===== src/common/icache_params.svh =====
/*
 * instruction cache geometry
 * address, data, index, tag and age widths, set count
 */
`ifndef ICACHE_PARAMS_SVH
`define ICACHE_PARAMS_SVH

// fetch address and instruction word
`define ICACHE_ADDR_W   64
`define ICACHE_DATA_W   32

// set index is addr[8:3], tag is addr[63:9]
`define ICACHE_INDEX_W  6
`define ICACHE_SETS     64
`define ICACHE_TAG_W    55

// saturates at all ones
`define ICACHE_AGE_W    3

`endif

===== src/common/icache_pkg.sv =====
/*
 * instruction cache types
 * controller state enum, way select enum
 */
package icache_pkg;

    // lookup/refill controller
    typedef enum logic [2:0] {
        IDLE   = 3'd0,
        LOOKUP = 3'd1,
        HIT    = 3'd2,
        REFILL = 3'd3,
        FILL   = 3'd4
    } icache_state_e;

    // victim and touched way
    typedef enum logic {
        WAY0 = 1'b0,
        WAY1 = 1'b1
    } icache_way_e;

endpackage


===== src/icache/icache_lru.sv =====
/*
 * age tracker for the two ways
 * saturating age counters per set and victim selection
 */
`timescale 1ns/1ps
`include "icache_params.svh"

module icache_lru (
    input  logic                        clk,
    input  logic                        rst,
    input  logic [`ICACHE_INDEX_W-1:0]  i_index,
    input  logic                        i_tick,
    input  logic                        i_touch,
    input  icache_pkg::icache_way_e     i_touch_way,
    input  logic                        i_valid0,
    input  logic                        i_valid1,
    output icache_pkg::icache_way_e     o_victim
);

    localparam logic [`ICACHE_AGE_W-1:0] AGE_ONE = 1;
    localparam logic [`ICACHE_AGE_W-1:0] AGE_MAX = '1;

    logic [`ICACHE_AGE_W-1:0] age0 [`ICACHE_SETS];
    logic [`ICACHE_AGE_W-1:0] age1 [`ICACHE_SETS];

    always_ff @(posedge clk or negedge rst) begin
        if (!rst) begin
            for (int s = 0; s < `ICACHE_SETS; s++) begin
                age0[s] <= '0;
                age1[s] <= '0;
            end
        end else if (i_tick) begin
            // every set ages on an accepted request
            for (int s = 0; s < `ICACHE_SETS; s++) begin
                age0[s] <= (age0[s] == AGE_MAX) ? AGE_MAX : age0[s] + AGE_ONE;
                age1[s] <= (age1[s] == AGE_MAX) ? AGE_MAX : age1[s] + AGE_ONE;
            end
        end else if (i_touch) begin
            if (i_touch_way == icache_pkg::WAY0) begin
                age0[i_index] <= '0;
            end else begin
                age1[i_index] <= '0;
            end
        end
    end

    // empty ways first, then the older one, ties go to way 0
    always_comb begin
        if (!i_valid0) begin
            o_victim = icache_pkg::WAY0;
        end else if (!i_valid1) begin
            o_victim = icache_pkg::WAY1;
        end else if (age0[i_index] >= age1[i_index]) begin
            o_victim = icache_pkg::WAY0;
        end else begin
            o_victim = icache_pkg::WAY1;
        end
    end

endmodule


===== config.mk =====
export PLATFORM = sky130hd
export DESIGN_NAME = icache_lru
export DESIGN_NICKNAME = d
export VERILOG_FILES = /design/src/common/icache_pkg.sv /design/src/icache/icache_lru.sv
export VERILOG_INCLUDE_DIRS = /design/src /design/src/common
export SDC_FILE = /design/constraint.sdc
export NUM_CORES = 1
export LEC_CHECK = 0
export BUFFER_PORTS_ARGS = -buffer_cell sky130_fd_sc_hd__buf_2
export CORE_MARGIN = 10
export CORE_UTILIZATION = 40
export DETAILED_ROUTE_END_ITERATION = 10
export SLEW_MARGIN = 30
export SYNTH_ARGS = -nofsm -noshare
export SYNTH_HDL_FRONTEND = slang
export SYNTH_SLANG_ARGS = --single-unit

===== constraint.sdc =====
create_clock -name clk -period 4.05 [get_ports clk]
set_input_delay 0.2025 -clock clk [delete_from_list [all_inputs] [get_ports clk]]
set_output_delay 0.2025 -clock clk [all_outputs]
set_load 0.01 [all_outputs]

==> flow_metrics.py <==
metrics = {
    "outcome": {
        "status": "finished clean",
    },
    "critical_path": {
        "crit_arrival_ps": 3680,
        "worstReg2RegStart": "age0[24]",
        "crit_start": "age1[21]",
        "worstSetupEndpointType": "output port",
        "startpoint_type": "flip-flop",
        "crit_required_ps": 3850,
        "worstSetupPathType": "reg2out",
        "critPathMaxFanout": 4,
        "r2r_cells": 3,
    },
    "synthesis": {
        "ys_seq_area_share_pct": 45.2,
        "synth_fp_nets": 2551,
        "synth_warnings": 0,
        "netlist_instances": 2407,
        "synth_area_leaders": "dfrtp_1, a21oi_1, ha_1",
        "async_flop_share_pct": 100,
        "syn_avg_cell_area_um2": 8.82,
        "ys_ff_latch": 384,
        "synth_top_area_share_pct": 45.2,
        "synth_area_um2": 21200,
        "synth.largest_area_cell": "dfrtp_1",
        "synth_edf_count": 0,
        "synthFlopType": "dfrtp_1",
        "ys_types": 57,
    },
    "clock_tree": {
        "path_clk_slew_ps": 60,
        "cts_buffer_depth": 3,
        "cts_tree": "yes",
        "numClockSinks": 384,
        "h-tree-depth": 2,
        "cts-root-buf": "clkbuf_16",
        "worst_skew_pair.late_latency_ps": 590,
        "cts-buffers-inserted": 45,
    },
    "power_and_ir_drop": {
        "seqPwrFrac_pct": 43.9,
        "power_switching_mw": 6.24,
        "intPower_mw": 9.71,
        "power.total_mw": 16.0,
        "swShare_pct": 39.1,
        "p_leak_nw": 8.99,
        "p_comb_share_pct": 30.8,
        "clockPowerShare_pct": 25.3,
        "power.density_nw_per_um2": 677,
        "vdd_drop_max_mv": 0.344,
    },
    "timing": {
        "hold_viol_final": 0,
        "setup-tns-final_ps": 0,
        "fin_crit_ps": 3880,
        "max_slew_margin_pct": 29.4,
        "hold_ws_ps": 121,
        "period_share_pct": 95.8,
        "rsz0062_at_grt": "no",
        "drv_slew": 0,
        "fmax_mhz": 258,
        "worstMarginPinSlew_ps": 1060,
        "fin_skew_ps": 21.0,
        "setup_viol": 0,
    },
    "floorplan": {
        "die_h_um": 250,
        "die_x_um": 250,
        "die-area_um2": 62700,
        "ios": 14,
        "initial_core_util_pct": 40.4,
        "rows": 84,
        "core_area_um2": 52600,
    },
    "run": {
        "drv_cap": 0,
    },
    "layout": {
        "final_nets": 2498,
        "syn_to_final_growth_pct": 11.0,
        "stdcell_count": 3077,
        "drive_gt1_share_pct": 8.04,
    },
    "drt": {
        "vias": 19807,
        "drtIter0Drc": 2565,
        "wl_met3_um": 6960,
        "wl_um": 76900,
        "drtPass1Iterations": 6,
        "top_layer": "met4",
        "met1_length_um": 32300,
        "drc": 0,
        "viasPerCell": 6.44,
        "ant_nets": 0,
        "wl_per_cell_um": 25.0,
        "met2WireLength_um": 34100,
    },
    "global_routing": {
        "track_usage_pct": 23.6,
        "overflow": 0,
        "antenna_found_initial": 2,
        "grt_max_degree": 232,
        "grt_pass1_vias": 18442,
        "grt_pass1_wl_um": 116000,
    },
    "place": {
        "place_inst": 2993,
        "routabilityCongestion": 1.01,
        "io_buffers": 13,
        "dp_hpwl_um": 51600,
    },
    "min_path": {
        "hold_path_class": "in2reg",
        "hold_path_depth": 4,
        "hp-start": "i_touch_way",
    },
}
==> metrics by stage <==
stage | utilization, % | setup slack (ps) | cell area (um2)
floorplan | - | 1360 | 21200
global placement | 42.0 | 194 | 22100
detailed placement | 42.0 | 240 | 22100
CTS | 44.8 | 42.8 | 23500
global route | 44.9 | 42.7 | 23600
finish | 44.9 | 172 | 23600
==> cells by family (layout without fill, tap and decap cells) <==
logic type / after synthesis / after routing / synth area share, %
other: 0 / 2 / 0
AO/OA/AOI/OAI: 1145 / 1145 / 30.4
AND/OR/NAND/NOR: 518 / 518 / 9.92
multiplexers: 47 / 47 / 2.92
flip-flops: 384 / 384 / 45.2
adder cells (fa/ha/maj): 131 / 131 / 7.72
buffers and inverters: 182 / 162 / 3.81
==> cell usage after synthesis (4+ instances only) <==
cell type and number:
a22o_1 16, a211oi_1 4, o221ai_1 5, a31oi_1 129, mux2i_1 29, nand2_1 327
o21ai_1 7, a221oi_1 37, buf_6 8, and3_1 4, clkbuf_1 109, a21oi_1 558
buf_4 8, dfrtp_1 384, mux2_2 6, buf_1 25, a221oi_2 4, o22ai_1 16
nor2_1 129, nor2b_1 9, and2_1 6, a22oi_1 74, ha_1 131, nor3_1 9
buf_2 29, mux4_2 11, o21ai_0 270, nand2b_1 5, o211ai_1 8
==> sequential cells by signal, indices dropped and copies added (netlist names) <==
name,cells
age0,192
age1,192
==> critical path, cell delays in order, from the launching register on <==
cell,delay (ps)
dfrtp_1,470
a221oi_1,310
a21oi_1,80
o21ai_0,220
nand4_1,160
or4_1,560
ha_1,280
nand2b_1,140
a21oi_1,150
nor2b_1,70
o21ai_1,250
buf_4,160
and2_1,100
buf_2,120
==> layer usage <==
layer | up-vias | global-route usage (%)
met5 | - | 0
met4 | 0 | 10.9
met3 | 215 | 4.43
met2 | 997 | 35.5
met1 | 9759 | 32.4
li1 | 8836 | -
==> power by group through the flow <==
stage	clock network [mW]	logic, mW	registers, mW
final	4.03	4.91	7.01
after global routing	4.22	5.69	7.10
after CTS	4.07	4.87	6.92
after detailed placement	0	4.86	6.97
after global placement	0	4.56	6.99
after floorplan	0	3.77	6.09
==> layout by cell type (no fill, tap or decap), types with 4 or more instances in the layout <==
cell and instances:
a21oi_1 557, dfrtp_1 384, nand2_1 326, o21ai_0 269, ha_1 131, a31oi_1 129, nor2_1 126, a22oi_1 74
buf_4 54, clkbuf_16 45, a221oi_1 37, mux2i_1 28, a22o_1 16, o22ai_1 16, clkbuf_1 12, clkbuf_8 12
buf_12 12, mux4_2 11, nor3_1 9, buf_2 9, o211ai_1 8, o21ai_1 8, mux2_2 6, and2_1 5
nor2b_2 5, o221ai_1 5, nand2b_1 5, and3_1 4, nor2b_1 4, a211oi_1 4, a221oi_2 4, clkinv_2 4
==> path summary, 6_finish.rpt <==
kind | to | slack [ps]
max reg2reg | age0[25] | 2870
min reg2reg | age1[19] | 520
min | age1[188] | 120
min in group asynchronous | age1[140] | 270
max | o_victim | 170
max in group asynchronous | age0[85] | 2700
==> timing repair <==
| item | 4_1_cts | 5_1_grt |
|---|---|---|
| resized for setup | 0 | 2 |
| setup endpoints to repair | 0 | 1 |
| buffers inserted | 0 | 0 |
| endpoints found under the hold margin | 96 | 0 |
| hold buffers | 1 | 0 |
==> final cells by class <==
type / count / area (um2)
clock inverters: 11 / 101
multi-input cells: 1841 / 10900
repair buffers: 79 / 758
flip-flops and latches: 384 / 9610
clock buffers: 69 / 1340
inverters: 3 / 13.8
diodes: 2 / 5.00
fillers: 5026 / 29000
well taps: 688 / 861
(Power assumes the default switching activity.)
