## src/common/icache_params.svh

```systemverilog
/*
 * instruction cache geometry
 * address, data, index, tag and age widths, set count
 */
`ifndef ICACHE_PARAMS_SVH
`define ICACHE_PARAMS_SVH

// fetch address and instruction word
`define ICACHE_ADDR_W   64
`define ICACHE_DATA_W   32

// set index is addr[8:3], tag is addr[63:9]
`define ICACHE_INDEX_W  6
`define ICACHE_SETS     64
`define ICACHE_TAG_W    55

// saturates at all ones
`define ICACHE_AGE_W    3

`endif
```

## src/common/icache_pkg.sv

```systemverilog
/*
 * instruction cache types
 * controller state enum, way select enum
 */
package icache_pkg;

    // lookup/refill controller
    typedef enum logic [2:0] {
        IDLE   = 3'd0,
        LOOKUP = 3'd1,
        HIT    = 3'd2,
        REFILL = 3'd3,
        FILL   = 3'd4
    } icache_state_e;

    // victim and touched way
    typedef enum logic {
        WAY0 = 1'b0,
        WAY1 = 1'b1
    } icache_way_e;

endpackage

```

## src/common/icache_way_if.sv

```systemverilog
/*
 * bundle between the cache controller and one way
 * index and write controls from ctrl, read results from the way
 */
`timescale 1ns/1ps
`include "icache_params.svh"

interface icache_way_if;

    logic [`ICACHE_INDEX_W-1:0] index;
    logic                       wr_en;
    logic [`ICACHE_TAG_W-1:0]   wr_tag;
    logic [`ICACHE_DATA_W-1:0]  wr_data;

    // valid one cycle after index is captured
    logic                       rd_valid;
    logic [`ICACHE_TAG_W-1:0]   rd_tag;
    logic [`ICACHE_DATA_W-1:0]  rd_data;

    modport ctrl (
        output index,
        output wr_en,
        output wr_tag,
        output wr_data,
        input  rd_valid,
        input  rd_tag,
        input  rd_data
    );

    modport way (
        input  index,
        input  wr_en,
        input  wr_tag,
        input  wr_data,
        output rd_valid,
        output rd_tag,
        output rd_data
    );

endinterface

```

## src/icache/icache_ctrl.sv

```systemverilog
/*
 * instruction cache controller
 * lookup/refill FSM, tag compare, memory request, fetch response
 */
`timescale 1ns/1ps
`include "icache_params.svh"

module icache_ctrl (
    input  logic                        clk,
    input  logic                        rst,
    input  logic [`ICACHE_ADDR_W-1:0]   i_inst_addr,
    input  logic                        i_inst_ena,
    output logic [`ICACHE_DATA_W-1:0]   o_inst_data,
    output logic                        o_inst_valid,
    output logic                        o_mem_req,
    output logic [`ICACHE_ADDR_W-1:0]   o_mem_addr,
    input  logic [`ICACHE_DATA_W-1:0]   i_mem_data,
    input  logic                        i_mem_ok,
    icache_way_if.ctrl                  way0,
    icache_way_if.ctrl                  way1,
    output logic [`ICACHE_INDEX_W-1:0]  o_age_index,
    output logic                        o_age_tick,
    output logic                        o_touch,
    output icache_pkg::icache_way_e     o_touch_way,
    output logic                        o_valid0,
    output logic                        o_valid1,
    input  icache_pkg::icache_way_e     i_victim
);

    localparam int IDX_LO = 3;
    localparam int IDX_HI = IDX_LO + `ICACHE_INDEX_W - 1;
    localparam int TAG_LO = IDX_HI + 1;

    icache_pkg::icache_state_e state_q;
    icache_pkg::icache_state_e state_d;

    logic [`ICACHE_ADDR_W-1:0]  addr_q;
    logic [`ICACHE_DATA_W-1:0]  data_q;
    logic [`ICACHE_INDEX_W-1:0] cur_index;
    logic [`ICACHE_TAG_W-1:0]   req_tag;
    logic                       accept;
    logic                       hit0;
    logic                       hit1;
    logic                       hit;
    logic                       fill_done;

    assign accept    = (state_q == icache_pkg::IDLE) && i_inst_ena;
    assign fill_done = (state_q == icache_pkg::REFILL) && i_mem_ok;

    // live address in IDLE so the way reads start at the accepting edge
    assign cur_index = (state_q == icache_pkg::IDLE) ? i_inst_addr[IDX_HI:IDX_LO]
                                                     : addr_q[IDX_HI:IDX_LO];
    assign req_tag   = addr_q[`ICACHE_ADDR_W-1:TAG_LO];

    assign hit0 = way0.rd_valid && (way0.rd_tag == req_tag);
    assign hit1 = way1.rd_valid && (way1.rd_tag == req_tag);
    assign hit  = hit0 || hit1;

    always_comb begin
        state_d = state_q;
        case (state_q)
            icache_pkg::IDLE: begin
                if (i_inst_ena) begin
                    state_d = icache_pkg::LOOKUP;
                end
            end
            icache_pkg::LOOKUP: begin
                state_d = hit ? icache_pkg::HIT : icache_pkg::REFILL;
            end
            icache_pkg::REFILL: begin
                if (i_mem_ok) begin
                    state_d = icache_pkg::FILL;
                end
            end
            icache_pkg::HIT,
            icache_pkg::FILL: begin
                state_d = icache_pkg::IDLE;
            end
            default: begin
                state_d = icache_pkg::IDLE;
            end
        endcase
    end

    always_ff @(posedge clk or negedge rst) begin
        if (!rst) begin
            state_q <= icache_pkg::IDLE;
        end else begin
            state_q <= state_d;
        end
    end

    // request address held for compare, refill and memory address
    always_ff @(posedge clk) begin
        if (accept) begin
            addr_q <= i_inst_addr;
        end
    end

    // response word, from the hit way or straight from memory
    always_ff @(posedge clk) begin
        if ((state_q == icache_pkg::LOOKUP) && hit) begin
            data_q <= hit0 ? way0.rd_data : way1.rd_data;
        end else if (fill_done) begin
            data_q <= i_mem_data;
        end
    end

    assign o_inst_data  = data_q;
    assign o_inst_valid = (state_q == icache_pkg::HIT) || (state_q == icache_pkg::FILL);
    assign o_mem_req    = (state_q == icache_pkg::REFILL);
    assign o_mem_addr   = addr_q;

    assign way0.index   = cur_index;
    assign way0.wr_en   = fill_done && (i_victim == icache_pkg::WAY0);
    assign way0.wr_tag  = req_tag;
    assign way0.wr_data = i_mem_data;

    assign way1.index   = cur_index;
    assign way1.wr_en   = fill_done && (i_victim == icache_pkg::WAY1);
    assign way1.wr_tag  = req_tag;
    assign way1.wr_data = i_mem_data;

    // age tick on accept, touch on hit or refill
    assign o_age_index = cur_index;
    assign o_age_tick  = accept;
    assign o_touch     = ((state_q == icache_pkg::LOOKUP) && hit) || fill_done;
    assign o_touch_way = (state_q == icache_pkg::LOOKUP)
                       ? (hit0 ? icache_pkg::WAY0 : icache_pkg::WAY1)
                       : i_victim;

    assign o_valid0 = way0.rd_valid;
    assign o_valid1 = way1.rd_valid;

endmodule

```

## src/flat_wrapper.sv

```systemverilog
// flat-port wrapper written by rule: the top's interface ports become plain ports
module icache_ctrl_flat 
  (clk, rst, i_inst_addr, i_inst_ena, o_inst_data, o_inst_valid, o_mem_req, o_mem_addr, i_mem_data, i_mem_ok, o_age_index, o_age_tick, o_touch, o_touch_way, o_valid0, o_valid1, i_victim, way0_index, way0_wr_en, way0_wr_tag, way0_wr_data, way0_rd_valid, way0_rd_tag, way0_rd_data, way1_index, way1_wr_en, way1_wr_tag, way1_wr_data, way1_rd_valid, way1_rd_tag, way1_rd_data);
  icache_way_if way0_i ();
  icache_way_if way1_i ();
  input  logic clk;
  input  logic rst;
  input  logic [`ICACHE_ADDR_W-1:0] i_inst_addr;
  input  logic i_inst_ena;
  output logic [`ICACHE_DATA_W-1:0] o_inst_data;
  output logic o_inst_valid;
  output logic o_mem_req;
  output logic [`ICACHE_ADDR_W-1:0] o_mem_addr;
  input  logic [`ICACHE_DATA_W-1:0] i_mem_data;
  input  logic i_mem_ok;
  output logic [`ICACHE_INDEX_W-1:0] o_age_index;
  output logic o_age_tick;
  output logic o_touch;
  output icache_pkg::icache_way_e o_touch_way;
  output logic o_valid0;
  output logic o_valid1;
  input  icache_pkg::icache_way_e i_victim;
  output wire logic [$bits(way0_i.index)-1:0] way0_index;
  output wire logic [$bits(way0_i.wr_en)-1:0] way0_wr_en;
  output wire logic [$bits(way0_i.wr_tag)-1:0] way0_wr_tag;
  output wire logic [$bits(way0_i.wr_data)-1:0] way0_wr_data;
  input wire logic [$bits(way0_i.rd_valid)-1:0] way0_rd_valid;
  input wire logic [$bits(way0_i.rd_tag)-1:0] way0_rd_tag;
  input wire logic [$bits(way0_i.rd_data)-1:0] way0_rd_data;
  output wire logic [$bits(way1_i.index)-1:0] way1_index;
  output wire logic [$bits(way1_i.wr_en)-1:0] way1_wr_en;
  output wire logic [$bits(way1_i.wr_tag)-1:0] way1_wr_tag;
  output wire logic [$bits(way1_i.wr_data)-1:0] way1_wr_data;
  input wire logic [$bits(way1_i.rd_valid)-1:0] way1_rd_valid;
  input wire logic [$bits(way1_i.rd_tag)-1:0] way1_rd_tag;
  input wire logic [$bits(way1_i.rd_data)-1:0] way1_rd_data;
  assign way0_index = way0_i.index;
  assign way0_wr_en = way0_i.wr_en;
  assign way0_wr_tag = way0_i.wr_tag;
  assign way0_wr_data = way0_i.wr_data;
  assign way0_i.rd_valid = way0_rd_valid;
  assign way0_i.rd_tag = way0_rd_tag;
  assign way0_i.rd_data = way0_rd_data;
  assign way1_index = way1_i.index;
  assign way1_wr_en = way1_i.wr_en;
  assign way1_wr_tag = way1_i.wr_tag;
  assign way1_wr_data = way1_i.wr_data;
  assign way1_i.rd_valid = way1_rd_valid;
  assign way1_i.rd_tag = way1_rd_tag;
  assign way1_i.rd_data = way1_rd_data;
  icache_ctrl u_core (.clk(clk), .rst(rst), .i_inst_addr(i_inst_addr), .i_inst_ena(i_inst_ena), .o_inst_data(o_inst_data), .o_inst_valid(o_inst_valid), .o_mem_req(o_mem_req), .o_mem_addr(o_mem_addr), .i_mem_data(i_mem_data), .i_mem_ok(i_mem_ok), .way0(way0_i), .way1(way1_i), .o_age_index(o_age_index), .o_age_tick(o_age_tick), .o_touch(o_touch), .o_touch_way(o_touch_way), .o_valid0(o_valid0), .o_valid1(o_valid1), .i_victim(i_victim));
endmodule
```

## config.mk

```make
export PLATFORM = sky130hd
export DESIGN_NAME = icache_ctrl_flat
export DESIGN_NICKNAME = d
export VERILOG_FILES = /design/src/common/icache_pkg.sv /design/src/common/icache_way_if.sv /design/src/icache/icache_ctrl.sv /design/src/flat_wrapper.sv
export VERILOG_INCLUDE_DIRS = /design/src /design/src/common
export SDC_FILE = /design/constraint.sdc
export NUM_CORES = 1
export LEC_CHECK = 0
export BUFFER_PORTS_ARGS = -buffer_cell sky130_fd_sc_hd__buf_2
export CAP_MARGIN = 25
export CELL_PAD_IN_SITES_DETAIL_PLACEMENT = 1
export CELL_PAD_IN_SITES_GLOBAL_PLACEMENT = 1
export CORE_AREA = 2 2 221 223
export DETAILED_ROUTE_END_ITERATION = 10
export DIE_AREA = 0 0 223 225
export MAX_ROUTING_LAYER = met4
export PLACE_DENSITY = 0.51
export SETUP_SLACK_MARGIN = 0.15
export SLEW_MARGIN = 20
export SYNTH_ARGS = -nofsm -noshare
export SYNTH_HDL_FRONTEND = slang
export SYNTH_SLANG_ARGS = --single-unit
```

## constraint.sdc

```tcl
create_clock -name clk -period 4.5 [get_ports clk]
set_input_delay 0.675 -clock clk [delete_from_list [all_inputs] [get_ports clk]]
set_output_delay 0.675 -clock clk [all_outputs]
set_load 0.01 [all_outputs]
```

==> run metrics <==
Syn Nets=roughly 860; fmax=around 0.27 GHz; clock slew at reported path FFs=~70 ps; Post-Synthesis Cells=between 500 and 600; I/O Pins=between 500 and 600; status=completed; ys flop type=edfxtp_1; DP HPWL=between 30 and 40 mm; Final nets=1,254; Peak supply drop=~130 uV; Setup Slack @ Placement=between 600 and 700 ps; TritonRoute pass-1 iters=4; via count=between 5,000 and 6,000; period utilization=0.8359; initial core utilization=0.1447; MaxCap Viol Count=0; Hold Path Class=input pin to async pin; wl on met1=roughly 13 mm; layout cells sized above 1=0.6527; Placer Congestion=0.7885; fin area=9460 sq um; GRT Overall Usage=0.1370; Setup CP Type=flop to primary output; largest cells by area after synthesis=edfxtp_1 42%, buf_4 21%, xor2_1 7.6%; initial antenna violation count=9; FILL cells=5,638; CP startpoint kind=flop; cell taking the most area after synthesis=edfxtp_1; Tmin final=between 3000 and 4000 ps; area of the multi-input gates=2417 sq um; clk sink count=slightly below 100; leakage power=around 0.0044 uW; DRC viols=0; Synth async-reset ratio=0.03030; area grow syn2layout=37.47%; Inserted Clock Buffers=9; Setup TNS=0 ps; Post-Syn Area=roughly 6900 sq um; TritonCTS clock tree=built; Critical Path RT=3830 ps; number of flops mapped to enable cells by yosys=between 90 and 100; Chip Width=223 um; Max Slew Vio Count=0; Std-Cell Rows=80; GRT overflow=0; number of I/O port buffers=573; Hold Buf Count CTS=0; Worst Setup Slack, final=about 740 ps; CP peak stage delay=roughly 560 ps; Die Ht=around 230 um; htree depth=3; Least-Margin Pin Slew=slightly above 700 ps; Routed wire per std cell=21.54 um; CP Data Arrival Time=roughly 3000 ps; syn avg cell area=approximately 12 sq um; Iter 0 DRT Violations=approximately 140; first-pass GRT wire length=45.28 mm; DRT antenna net count=0; Die ar.=roughly 50,000 sq um; Yosys reg bits=roughly 100; CP max-delay cell=xnor2_1; dpl cell area=~9000 sq um; top cell type's share of synthesized area=0.4189; post-cts resize count=0; final wirelength=~35 mm; Design Power=3651 uW; Ys Warns=0; Final Setup Violations=0; Crit Path Max Fanout=5; Worst-Skew Late Latency=slightly below 400 ps; clk_skew=between 10 and 15 ps; top sig layer=met4; metal3 WL=approximately 2.4 mm; Setup crit end kind=primary output; Util after Layout=0.1990; DR WL met2=approximately 18 mm; post-synthesis cell type count=38; PD cells=~390 nW/um^2; register area share after synthesis=0.4298; RSZ-0062 raised after global routing=no; Slew HR=0.5222; crit path cell chain=xnor2_1 > nand2_1 > nor4b_1 > nand3_1 > nor4_2 > buf_4 > o21ai_4 > nand2_2 > buf_2; vias per cell=~3.6; clock root buffer=clkbuf_16; final count of hold timing violations=0; post-CTS setup buffers=0; largest net degree at the start of global routing=35; Sequential Area=around 3000 sq um; Clock Tree Buf Depth=2; core box area=roughly 48,000 sq um; vias in the first global route=6,032
==> path summary, 6_finish.rpt <==
path / start / end / slack [ps] / cells after the start
worst max register to register: u_core.o_mem_addr[26] / u_core.o_inst_data[30] / 1030 / 9
worst min register to register: u_core.state_q[2] / u_core.state_q[0] / 530 / 1
max in group asynchronous: rst / u_core.state_q[0] / 4310 / 1
worst min-delay path: rst / u_core.state_q[2] / 80 / 1
min in group clk: i_inst_addr[11] / u_core.o_mem_addr[11] / 460 / 1
worst max-delay path: u_core.o_mem_addr[26] / o_touch / 740 / 9
==> routing by layer <==
| metal | up-vias | GRT usage |
|---|---|---|
| met5 | - | - |
| met4 | 0 | 0.06343 |
| met3 | 31 | 0.03442 |
| met2 | 364 | 0.2470 |
| met1 | 2724 | 0.1397 |
| li1 | 2648 | - |
==> cell usage in the layout (no fill, tap or decap), drive strengths merged, types with 2 or more instances in the layout <==
master	count
xnor2	43
nor4	20
mux2	70
nand2	12
nor3	6
nor4b	2
a22o	2
clkinv	2
a21oi	4
edfxtp	96
clkbuf	12
nor2	9
nor2b	2
nand2b	5
buf	583
xor2	60
nand4	18
o21ai	5
diode	7
nand3	3
inv	12
dfrtp	3
==> power breakdown <==
group	switching (uW)	internal, uW
logic	814	569
clock network	395	435
registers	216	1220
==> sequential cells by signal, summed over array words and instances, names as in the netlist <==
register and cells:
u_core.o_inst_data 32, u_core.o_mem_addr 64, u_core.state_q 3
==> cell usage after synthesis (3+ instances only) <==
cell and count:
dfrtp_1 3, a21oi_1 4, o21ai_0 4, buf_6 6, xnor2_1 43, nand3_1 3
nand2b_1 5, mux2_4 26, nor3_1 6, mux2_2 12, xor2_1 60, inv_1 11
edfxtp_1 96, buf_4 188, nand2_1 12, mux2_1 32, nor2_1 9, nor4_1 18
nand4_1 18
==> layout make-up <==
type,instances,share of cell area
timing repair buffer,583,0.3137
sequential,99,0.3127
tap,615,0.08134
antenna,7,0.001852
inverter,11,0.004365
clock inverter,4,0.005555
multi-input combinational,273,0.2555
clock buffer,12,0.02500
==> critical path: cells and delay by family (launching register included) <==
family / cells / cell delay [ps]
AOI/OAI and AO/OA: 1 / 70
xor gates and xnor gates: 1 / 560
buffers and inverters: 2 / 370
DFF: 1 / 490
and+or+nand+nor: 5 / 1200
==> cell families after synthesis <==
| family | after synthesis | synth area share |
|---|---|---|
| compound gates | 16 | 0.01564 |
| xor+xnor | 103 | 0.1311 |
| buf+inv | 206 | 0.2215 |
| simple gates | 84 | 0.07327 |
| flops | 99 | 0.4298 |
| mux | 70 | 0.1287 |
==> stage by stage <==
stage	hold WS, ps	std cells
2_1_floorplan	379.4	578
3_3_place_gp	474.9	1581
3_5_place_dp	479.5	1581
4_1_cts	44.63	1597
5_1_grt	51.47	1602
6_report	81.59	1604
Note: power is estimated with default switching activity, not from simulation.
